===== config.mk =====
export PLATFORM = sky130hd
export DESIGN_NAME = instr_decoder_flat
export DESIGN_NICKNAME = d
export VERILOG_FILES = /design/src/logic/core_pkg.sv /design/src/logic/riscv_isa_pkg.sv /design/src/logic/exec_ctrl_if.sv /design/src/logic/instr_decoder.sv /design/src/flat_wrapper.sv
export SDC_FILE = /design/constraint.sdc
export NUM_CORES = 1
export LEC_CHECK = 0
export ABC_AREA = 1
export BUFFER_PORTS_ARGS = -buffer_cell sky130_fd_sc_hd__buf_2
export CAP_MARGIN = 20
export CORE_AREA = 2 2 195 197
export DETAILED_ROUTE_END_ITERATION = 8
export DIE_AREA = 0 0 197 199
export MAX_ROUTING_LAYER = met4
export PLACE_DENSITY_LB_ADDON = 0.12
export SETUP_SLACK_MARGIN = 0.15
export SYNTH_ARGS = -nofsm -noshare
export SYNTH_HDL_FRONTEND = slang
export SYNTH_SLANG_ARGS = --single-unit

===== constraint.sdc =====
create_clock -name vclk -period 4.5
set_clock_uncertainty 0.15 [all_clocks]
set_input_delay 0.225 -clock vclk [all_inputs]
set_output_delay 0.225 -clock vclk [all_outputs]
set_load 0.02 [all_outputs]

===== src/logic/core_pkg.sv =====
`default_nettype none

package core_pkg;

  typedef enum logic [3:0] {
    alu_add,
    alu_sub,
    alu_and,
    alu_or,
    alu_xor,
    alu_slt,
    alu_sll,
    alu_srl,
    alu_pass_b
  } alu_op_e;

  typedef enum logic [1:0] {
    wb_alu,
    wb_mem,
    wb_pc4,
    wb_none
  } wb_sel_e;

  typedef enum logic {
    mem_byte,
    mem_dword
  } mem_size_e;

  // instruction words
  localparam int imem_depth = 256;
  localparam int imem_addr_width = $clog2(imem_depth);

  // doublewords
  localparam int dmem_depth = 512;
  localparam int dmem_addr_width = $clog2(dmem_depth);

endpackage

`default_nettype wire


===== src/logic/riscv_isa_pkg.sv =====
`default_nettype none

package riscv_isa_pkg;

  localparam int xlen = 64;
  localparam int instr_width = 32;
  localparam int reg_addr_width = 5;
  localparam int shamt_width = 6;

  localparam logic [xlen-1:0] reset_pc = '0;

  // a0 holds the exit code at halt
  localparam logic [reg_addr_width-1:0] exit_reg = 5'd10;

  localparam logic [6:0] op_imm    = 7'h13;
  localparam logic [6:0] op_reg    = 7'h33;
  localparam logic [6:0] op_lui    = 7'h37;
  localparam logic [6:0] op_load   = 7'h03;
  localparam logic [6:0] op_store  = 7'h23;
  localparam logic [6:0] op_branch = 7'h63;
  localparam logic [6:0] op_jal    = 7'h6f;
  localparam logic [6:0] op_halt   = 7'h6b;

  // arithmetic, shared by register and immediate forms
  localparam logic [2:0] funct3_add = 3'b000;
  localparam logic [2:0] funct3_sll = 3'b001;
  localparam logic [2:0] funct3_slt = 3'b010;
  localparam logic [2:0] funct3_xor = 3'b100;
  localparam logic [2:0] funct3_srl = 3'b101;
  localparam logic [2:0] funct3_or  = 3'b110;
  localparam logic [2:0] funct3_and = 3'b111;

  localparam logic [2:0] funct3_ld  = 3'b011;
  localparam logic [2:0] funct3_lbu = 3'b100;
  localparam logic [2:0] funct3_sd  = 3'b011;
  localparam logic [2:0] funct3_sb  = 3'b000;
  localparam logic [2:0] funct3_beq = 3'b000;
  localparam logic [2:0] funct3_bne = 3'b001;

  localparam logic [6:0] funct7_sub = 7'h20;

endpackage

`default_nettype wire

===== src/logic/exec_ctrl_if.sv =====
`timescale 1ns/1ps
`default_nettype none

interface exec_ctrl_if;
  import riscv_isa_pkg::*;
  import core_pkg::*;

  logic [xlen-1:0] op_a;
  logic [xlen-1:0] op_b;
  logic [xlen-1:0] store_data;
  logic [xlen-1:0] imm;
  alu_op_e alu_op;
  wb_sel_e wb_sel;
  logic mem_read;
  logic mem_write;
  mem_size_e mem_size;
  logic is_branch;
  logic branch_ne;
  logic is_jal;
  logic is_halt;
  logic rd_write;
  logic [reg_addr_width-1:0] rd_addr;

  modport decoder (
    output op_a, op_b, store_data, imm, alu_op, wb_sel, mem_read, mem_write, mem_size,
           is_branch, branch_ne, is_jal, is_halt, rd_write, rd_addr
  );

  modport consumer (
    input op_a, op_b, store_data, imm, alu_op, wb_sel, mem_read, mem_write, mem_size,
          is_branch, branch_ne, is_jal, is_halt, rd_write, rd_addr
  );

endinterface

`default_nettype wire


===== src/logic/instr_decoder.sv =====
`timescale 1ns/1ps
`default_nettype none

module instr_decoder (
  input  logic [riscv_isa_pkg::instr_width-1:0]     instr,
  input  logic [riscv_isa_pkg::xlen-1:0]            pc,
  output logic [riscv_isa_pkg::reg_addr_width-1:0]  rs1_addr,
  output logic [riscv_isa_pkg::reg_addr_width-1:0]  rs2_addr,
  input  logic [riscv_isa_pkg::xlen-1:0]            rs1_data,
  input  logic [riscv_isa_pkg::xlen-1:0]            rs2_data,
  exec_ctrl_if.decoder                              ctrl
);
  import riscv_isa_pkg::*;
  import core_pkg::*;

  logic [6:0] opcode;
  logic [2:0] funct3;
  logic [6:0] funct7;
  logic [reg_addr_width-1:0] rd;
  logic [xlen-1:0] imm_i;
  logic [xlen-1:0] imm_s;
  logic [xlen-1:0] imm_b;
  logic [xlen-1:0] imm_u;
  logic [xlen-1:0] imm_j;
  alu_op_e f3_op;
  logic f3_known;
  logic f3_shift;

  assign opcode = instr[6:0];
  assign rd     = instr[11:7];
  assign funct3 = instr[14:12];
  assign funct7 = instr[31:25];

  assign imm_i = {{(xlen-12){instr[31]}}, instr[31:20]};
  assign imm_s = {{(xlen-12){instr[31]}}, instr[31:25], instr[11:7]};
  assign imm_b = {{(xlen-12){instr[31]}}, instr[7], instr[30:25], instr[11:8], 1'b0};
  assign imm_u = {{(xlen-32){instr[31]}}, instr[31:12], 12'b0};
  assign imm_j = {{(xlen-20){instr[31]}}, instr[19:12], instr[20], instr[30:21], 1'b0};

  // halt reads a0 through the rs1 port
  assign rs1_addr = (opcode == op_halt) ? exit_reg : instr[19:15];
  assign rs2_addr = instr[24:20];

  always_comb begin
    f3_known = 1'b1;
    f3_shift = 1'b0;
    case (funct3)
      funct3_add: f3_op = (opcode == op_reg && funct7 == funct7_sub) ? alu_sub : alu_add;
      funct3_slt: f3_op = alu_slt;
      funct3_xor: f3_op = alu_xor;
      funct3_or:  f3_op = alu_or;
      funct3_and: f3_op = alu_and;
      funct3_sll: begin
        f3_op    = alu_sll;
        f3_shift = 1'b1;
      end
      funct3_srl: begin
        f3_op    = alu_srl;
        f3_shift = 1'b1;
      end
      default: begin
        f3_op    = alu_add;
        f3_known = 1'b0;
      end
    endcase
  end

  always_comb begin
    ctrl.op_a       = rs1_data;
    ctrl.op_b       = rs2_data;
    ctrl.store_data = rs2_data;
    ctrl.imm        = '0;
    ctrl.alu_op     = alu_add;
    ctrl.wb_sel     = wb_none;
    ctrl.mem_read   = 1'b0;
    ctrl.mem_write  = 1'b0;
    ctrl.mem_size   = mem_dword;
    ctrl.is_branch  = 1'b0;
    ctrl.branch_ne  = 1'b0;
    ctrl.is_jal     = 1'b0;
    ctrl.is_halt    = 1'b0;
    ctrl.rd_write   = 1'b0;
    ctrl.rd_addr    = rd;
    case (opcode)
      op_reg: begin
        ctrl.alu_op   = f3_op;
        ctrl.wb_sel   = wb_alu;
        ctrl.rd_write = f3_known;
      end
      op_imm: begin
        ctrl.op_b     = imm_i;
        ctrl.imm      = imm_i;
        ctrl.alu_op   = f3_op;
        ctrl.wb_sel   = wb_alu;
        // no shift-immediate forms here
        ctrl.rd_write = f3_known && !f3_shift;
      end
      op_lui: begin
        ctrl.op_a     = '0;
        ctrl.op_b     = imm_u;
        ctrl.imm      = imm_u;
        ctrl.alu_op   = alu_pass_b;
        ctrl.wb_sel   = wb_alu;
        ctrl.rd_write = 1'b1;
      end
      op_load: begin
        ctrl.op_b     = imm_i;
        ctrl.imm      = imm_i;
        ctrl.wb_sel   = wb_mem;
        ctrl.mem_size = (funct3 == funct3_lbu) ? mem_byte : mem_dword;
        ctrl.mem_read = (funct3 == funct3_ld) || (funct3 == funct3_lbu);
        ctrl.rd_write = (funct3 == funct3_ld) || (funct3 == funct3_lbu);
      end
      op_store: begin
        ctrl.op_b      = imm_s;
        ctrl.imm       = imm_s;
        ctrl.mem_size  = (funct3 == funct3_sb) ? mem_byte : mem_dword;
        ctrl.mem_write = (funct3 == funct3_sd) || (funct3 == funct3_sb);
      end
      op_branch: begin
        ctrl.imm       = imm_b;
        ctrl.alu_op    = alu_sub;
        ctrl.is_branch = (funct3 == funct3_beq) || (funct3 == funct3_bne);
        ctrl.branch_ne = (funct3 == funct3_bne);
      end
      op_jal: begin
        ctrl.op_a     = pc;
        ctrl.op_b     = imm_j;
        ctrl.imm      = imm_j;
        ctrl.is_jal   = 1'b1;
        ctrl.wb_sel   = wb_pc4;
        ctrl.rd_write = 1'b1;
      end
      op_halt: begin
        ctrl.is_halt = 1'b1;
      end
      default: begin
        ctrl.rd_write = 1'b0;
      end
    endcase
    // x0 is never written
    if (rd == '0) begin
      ctrl.rd_write = 1'b0;
    end
  end

endmodule

`default_nettype wire


===== src/flat_wrapper.sv =====
// flat-port wrapper written by rule: the top's interface ports become plain ports
module instr_decoder_flat import riscv_isa_pkg::*; import core_pkg::*;
  (instr, pc, rs1_addr, rs2_addr, rs1_data, rs2_data, ctrl_op_a, ctrl_op_b, ctrl_store_data, ctrl_imm, ctrl_alu_op, ctrl_wb_sel, ctrl_mem_read, ctrl_mem_write, ctrl_mem_size, ctrl_is_branch, ctrl_branch_ne, ctrl_is_jal, ctrl_is_halt, ctrl_rd_write, ctrl_rd_addr);
  exec_ctrl_if ctrl_i ();
  input  logic [riscv_isa_pkg::instr_width-1:0] instr;
  input  logic [riscv_isa_pkg::xlen-1:0] pc;
  output logic [riscv_isa_pkg::reg_addr_width-1:0] rs1_addr;
  output logic [riscv_isa_pkg::reg_addr_width-1:0] rs2_addr;
  input  logic [riscv_isa_pkg::xlen-1:0] rs1_data;
  input  logic [riscv_isa_pkg::xlen-1:0] rs2_data;
  output wire logic [$bits(ctrl_i.op_a)-1:0] ctrl_op_a;
  output wire logic [$bits(ctrl_i.op_b)-1:0] ctrl_op_b;
  output wire logic [$bits(ctrl_i.store_data)-1:0] ctrl_store_data;
  output wire logic [$bits(ctrl_i.imm)-1:0] ctrl_imm;
  output wire logic [$bits(ctrl_i.alu_op)-1:0] ctrl_alu_op;
  output wire logic [$bits(ctrl_i.wb_sel)-1:0] ctrl_wb_sel;
  output wire logic [$bits(ctrl_i.mem_read)-1:0] ctrl_mem_read;
  output wire logic [$bits(ctrl_i.mem_write)-1:0] ctrl_mem_write;
  output wire logic [$bits(ctrl_i.mem_size)-1:0] ctrl_mem_size;
  output wire logic [$bits(ctrl_i.is_branch)-1:0] ctrl_is_branch;
  output wire logic [$bits(ctrl_i.branch_ne)-1:0] ctrl_branch_ne;
  output wire logic [$bits(ctrl_i.is_jal)-1:0] ctrl_is_jal;
  output wire logic [$bits(ctrl_i.is_halt)-1:0] ctrl_is_halt;
  output wire logic [$bits(ctrl_i.rd_write)-1:0] ctrl_rd_write;
  output wire logic [$bits(ctrl_i.rd_addr)-1:0] ctrl_rd_addr;
  assign ctrl_op_a = ctrl_i.op_a;
  assign ctrl_op_b = ctrl_i.op_b;
  assign ctrl_store_data = ctrl_i.store_data;
  assign ctrl_imm = ctrl_i.imm;
  assign ctrl_alu_op = ctrl_i.alu_op;
  assign ctrl_wb_sel = ctrl_i.wb_sel;
  assign ctrl_mem_read = ctrl_i.mem_read;
  assign ctrl_mem_write = ctrl_i.mem_write;
  assign ctrl_mem_size = ctrl_i.mem_size;
  assign ctrl_is_branch = ctrl_i.is_branch;
  assign ctrl_branch_ne = ctrl_i.branch_ne;
  assign ctrl_is_jal = ctrl_i.is_jal;
  assign ctrl_is_halt = ctrl_i.is_halt;
  assign ctrl_rd_write = ctrl_i.rd_write;
  assign ctrl_rd_addr = ctrl_i.rd_addr;
  instr_decoder u_core (.instr(instr), .pc(pc), .rs1_addr(rs1_addr), .rs2_addr(rs2_addr), .rs1_data(rs1_data), .rs2_data(rs2_data), .ctrl(ctrl_i));
endmodule

# Yosys cells after proc, flatten, opt, wreduce, memory -nomap -nowiden
# Index checks and enable logic that the tools add are counted.
# op_classes
n_eq_ne	16
mux	21
reduce_logical	14
# op_table
operator	n
$pmux W64 S5	1
$pmux W64 S4	1
$pmux W64 S2	1
$eq A7 B6 Y1 const B	4
$pmux W4 S7	1
$eq A7 B7 Y1 const B	3
$eq A3 B3 Y1 const B	4
$mux W1	12
$pmux W4 S3	1
$reduce_or A2 Y1	4
$eq A7 B2 Y1 const B	1
$eq A7 B5 Y1 const B	1
$reduce_or A7 Y1	1
$eq A3 B2 Y1 const B	2
$pmux W2 S3	1
$logic_not A5 Y1	1
$mux W5	1
$pmux W1 S4	1
$eq A3 B1 Y1 const B	1
$logic_not A3 Y1	1
$logic_or A1 B1 Y1	3
$reduce_or A3 Y1	1
$logic_and A1 B1 Y1	2
$pmux W1 S2	1
$logic_not A1 Y1	1
# totals
elab_cells	51
register_bits	0

# Longest topological paths before layout
# depth
word_depth	7
ltp_mapped	10
ltp_nobuf	8

# Worst setup path after synthesis
# Ideal clock, no wire load.
# synth_path
path_type	input-to-output
startpoint	input port instr[6] (netlist bit)
endpoint	output port ctrl_imm[32]
setup_slack_ps	2138
arrival_ps	1987
cell_stages	9
path_cell_list	buf_4 inv_1 nor2_2 nand2_2 a21boi_4 nor2_4 buf_6 nand2_1 buf_4
# synth_between
elab_chain_len	3
# synth_rtl
item	line_no	rtl
start, declared	flat_wrapper.sv:5	input logic [riscv_isa_pkg::instr_width-1:0] instr;
$eq A7 B5 Y1 / $eq A7 B2 Y1 (equally long branches)	instr_decoder.sv:84	case (opcode)
$reduce_or A2 Y1 (no source line)	--	
$pmux W64 S5 (*)	instr_decoder.sv:84	
end, declared	flat_wrapper.sv:14	output wire logic [$bits(ctrl_i.imm)-1:0] ctrl_imm;
# Mark *: on every way between the ends. The rest lies on a longest branch, timed or not.

# Worst setup path in the final report
# layout_path
startpoint	input port instr[2] (netlist bit)
endpoint	output port ctrl_imm[31]
# The elaborated chain is that of the path after synthesis.

==> flow_metrics.py <==
metrics = {
    "final_layout": {
        "final-seq-area_um2": 0,
        "n_clock_buffer": 0,
        "layout.nets": 1276,
        "n_fill_cell": 4526,
        "syn_to_final_growth_pct": 68.9,
        "drive_gt1_share_pct": 52.1,
        "multiInputGateArea_mm2": 0.00209,
        "nFlopsAndLatches": 0,
    },
    "timing": {
        "rsz0062_at_grt": "false",
        "tightest_slew_ns": 0.977,
        "hold_ws_ns": 0.531,
        "setup_viol": 0,
        "drv_slew": 0,
        "finalHoldViolCount": 0,
        "fin_crit_ns": 2.66,
        "fmax_mhz": 376,
        "fin_tns_setup_ns": 0,
        "setup_ws_ns": 1.84,
        "slew_headroom_pct": 34.9,
        "fin_crit_sh_pct": 59.1,
    },
    "synthesis": {
        "netlist_area_mm2": 0.00321,
        "ys_warn_count": 0,
        "yosysSeqAreaShare_pct": 0,
        "syn_avg_cell_area_um2": 4.78,
        "ys_top_cells_by_area": "nand2_1, buf_4, nand3_1",
        "post-synth-top-area-fraction_pct": 45.1,
        "synth_top_area_cell": "nand2_1",
        "synth_commonest_cells": "nand2_1, buf_4, nand3_1, nor2_1, inv_1",
        "yosysMostFrequentCell": "nand2_1",
        "synthCells": 671,
        "synth.net_count": 895,
        "post_synth_num_cell_types": 26,
    },
    "floorplanning": {
        "fp.dieW_um": 197,
        "pin_count": 509,
        "die_area_mm2": 0.0392,
        "initial_core_util_pct": 8.64,
        "die_h_um": 199,
        "rows": 71,
        "core_mm2": 0.0371,
    },
    "worst_setup_path": {
        "worst_setup_path_start_kind": "input pin",
        "cp.required_ns": 4.12,
        "startpoint": "instr[2]",
        "path_class": "in2out",
        "path_max_fanout": 33,
        "cp_data_arrival_time_ns": 2.28,
        "cp-end-kind": "primary output",
    },
    "detailed_routing": {
        "drtPass1Iterations": 5,
        "vias_per_cell": 3.36,
        "wl_per_cell_um": 15.1,
        "antenna_left": 0,
        "drc_errors": 0,
        "via_count": 5131,
        "first_iter_violations": 234,
        "wirelength_um": 23000,
    },
    "status": {
        "status": "finished, final reports clean",
    },
    "global_routing": {
        "grt_pass1_vias": 4509,
        "grt_pass1_wl_um": 30500,
        "antenna_found_initial": 2,
        "grt_usage_pct": 10.6,
        "grt_max_degree": 67,
        "overflow": 0,
    },
    "placed_design": {
        "dp_hpwl_um": 20000,
        "dp_slack_ns": 1.79,
        "globalplace.congestion": 0.785,
        "portBuffers": 509,
    },
    "flow_run": {
        "drv_cap": 0,
    },
    "pwr": {
        "cellLeakagePower_nw": 3.92,
        "powerDensity_mw_per_mm2": 96.8,
        "vdd_drop_max_mv": 0.0265,
    },
    "hold_path": {
        "hold_depth": 2,
        "hp-start": "rs2_data[14]",
        "worstHoldPathType": "in2out",
    },
    "clocking": {
        "hold_buffers": 0,
        "post_cts_buffers": 0,
        "cts_resized": 0,
    },
}
[report_power, final]
part / internal, mW / total, mW / switching, mW
combinational: 0.190 / 0.525 / 0.335
sequential: 0 / 0 / 0
clock: 0.0000000595 / 0.0000000595 / 0
[layout by cell type (no fill, tap or decap), drive strengths merged]
| master | netlist | final |
|---|---|---|
| or2 | 2 | 2 |
| o211ai | 1 | 1 |
| a21oi | 1 | 1 |
| nand4 | 1 | 1 |
| a31oi | 1 | 1 |
| nor4 | 1 | 1 |
| nor2 | 37 | 37 |
| inv | 32 | 32 |
| a21boi | 1 | 1 |
| o21a | 1 | 1 |
| buf | 135 | 516 |
| a211oi | 1 | 1 |
| nor3 | 6 | 6 |
| nand2 | 405 | 405 |
| nand3 | 36 | 36 |
| o21ai | 8 | 8 |
| diode | 0 | 2 |
[critical path, stage by stage]
cell	delay (ns)
buf_2	0.12
inv_2	0.07
nand2_2	0.08
nor2_4	0.18
nand3_1	0.37
nand2_1	0.25
nor2_4	0.05
nand2_1	0.61
buf_2	0.30
[per-layer routing]
layer | global-route usage (%) | up-vias | part of all wire, % | wire length (um)
met5 | - | - | 0 | 0
met1 | 14.5 | 2247 | 46 | 10500
met3 | 0.831 | 0 | 4.8 | 1110
met2 | 18.3 | 211 | 50 | 11400
met4 | 0 | 0 | 0 | 0
li1 | - | 2673 | - | -
[kinds of logic (layout without fill, tap and decap cells)]
group | Yosys count | count (layout) | synth area share, %
AOI/OAI and AO/OA | 14 | 14 | 2.89
buffers and inverters | 169 | 548 | 35.2
and+or+nand+nor | 488 | 488 | 61.9
other | 0 | 2 | 0
[final cells by class]
class                      instances  area share, %
tap                              474           10.9
multi-input combinational        502           38.6
inverter                          32           2.22
antenna                            2         0.0923
timing repair buffer             516           48.2
[worst paths after layout]
kind,slack [ns],endpoint
setup / recovery,1.84,ctrl_imm[31]
hold / removal,0.53,ctrl_store_data[14]
[through the flow]
| stage | power, mW | utilization [%] | cell area (um2) | instances |
|---|---|---|---|---|
| final | 0.525 | 14.6 | 5420 | 1526 |
| after global placement | 0.537 | 14.6 | 5420 | 1524 |
| after detailed placement | 0.533 | 14.6 | 5420 | 1524 |
| after global routing | 0.570 | 14.6 | 5420 | 1526 |
| after floorplan | 0.321 | - | 3210 | 671 |
| after CTS | 0.535 | 14.6 | 5420 | 1524 |
Power figures use the tool's default switching activity.
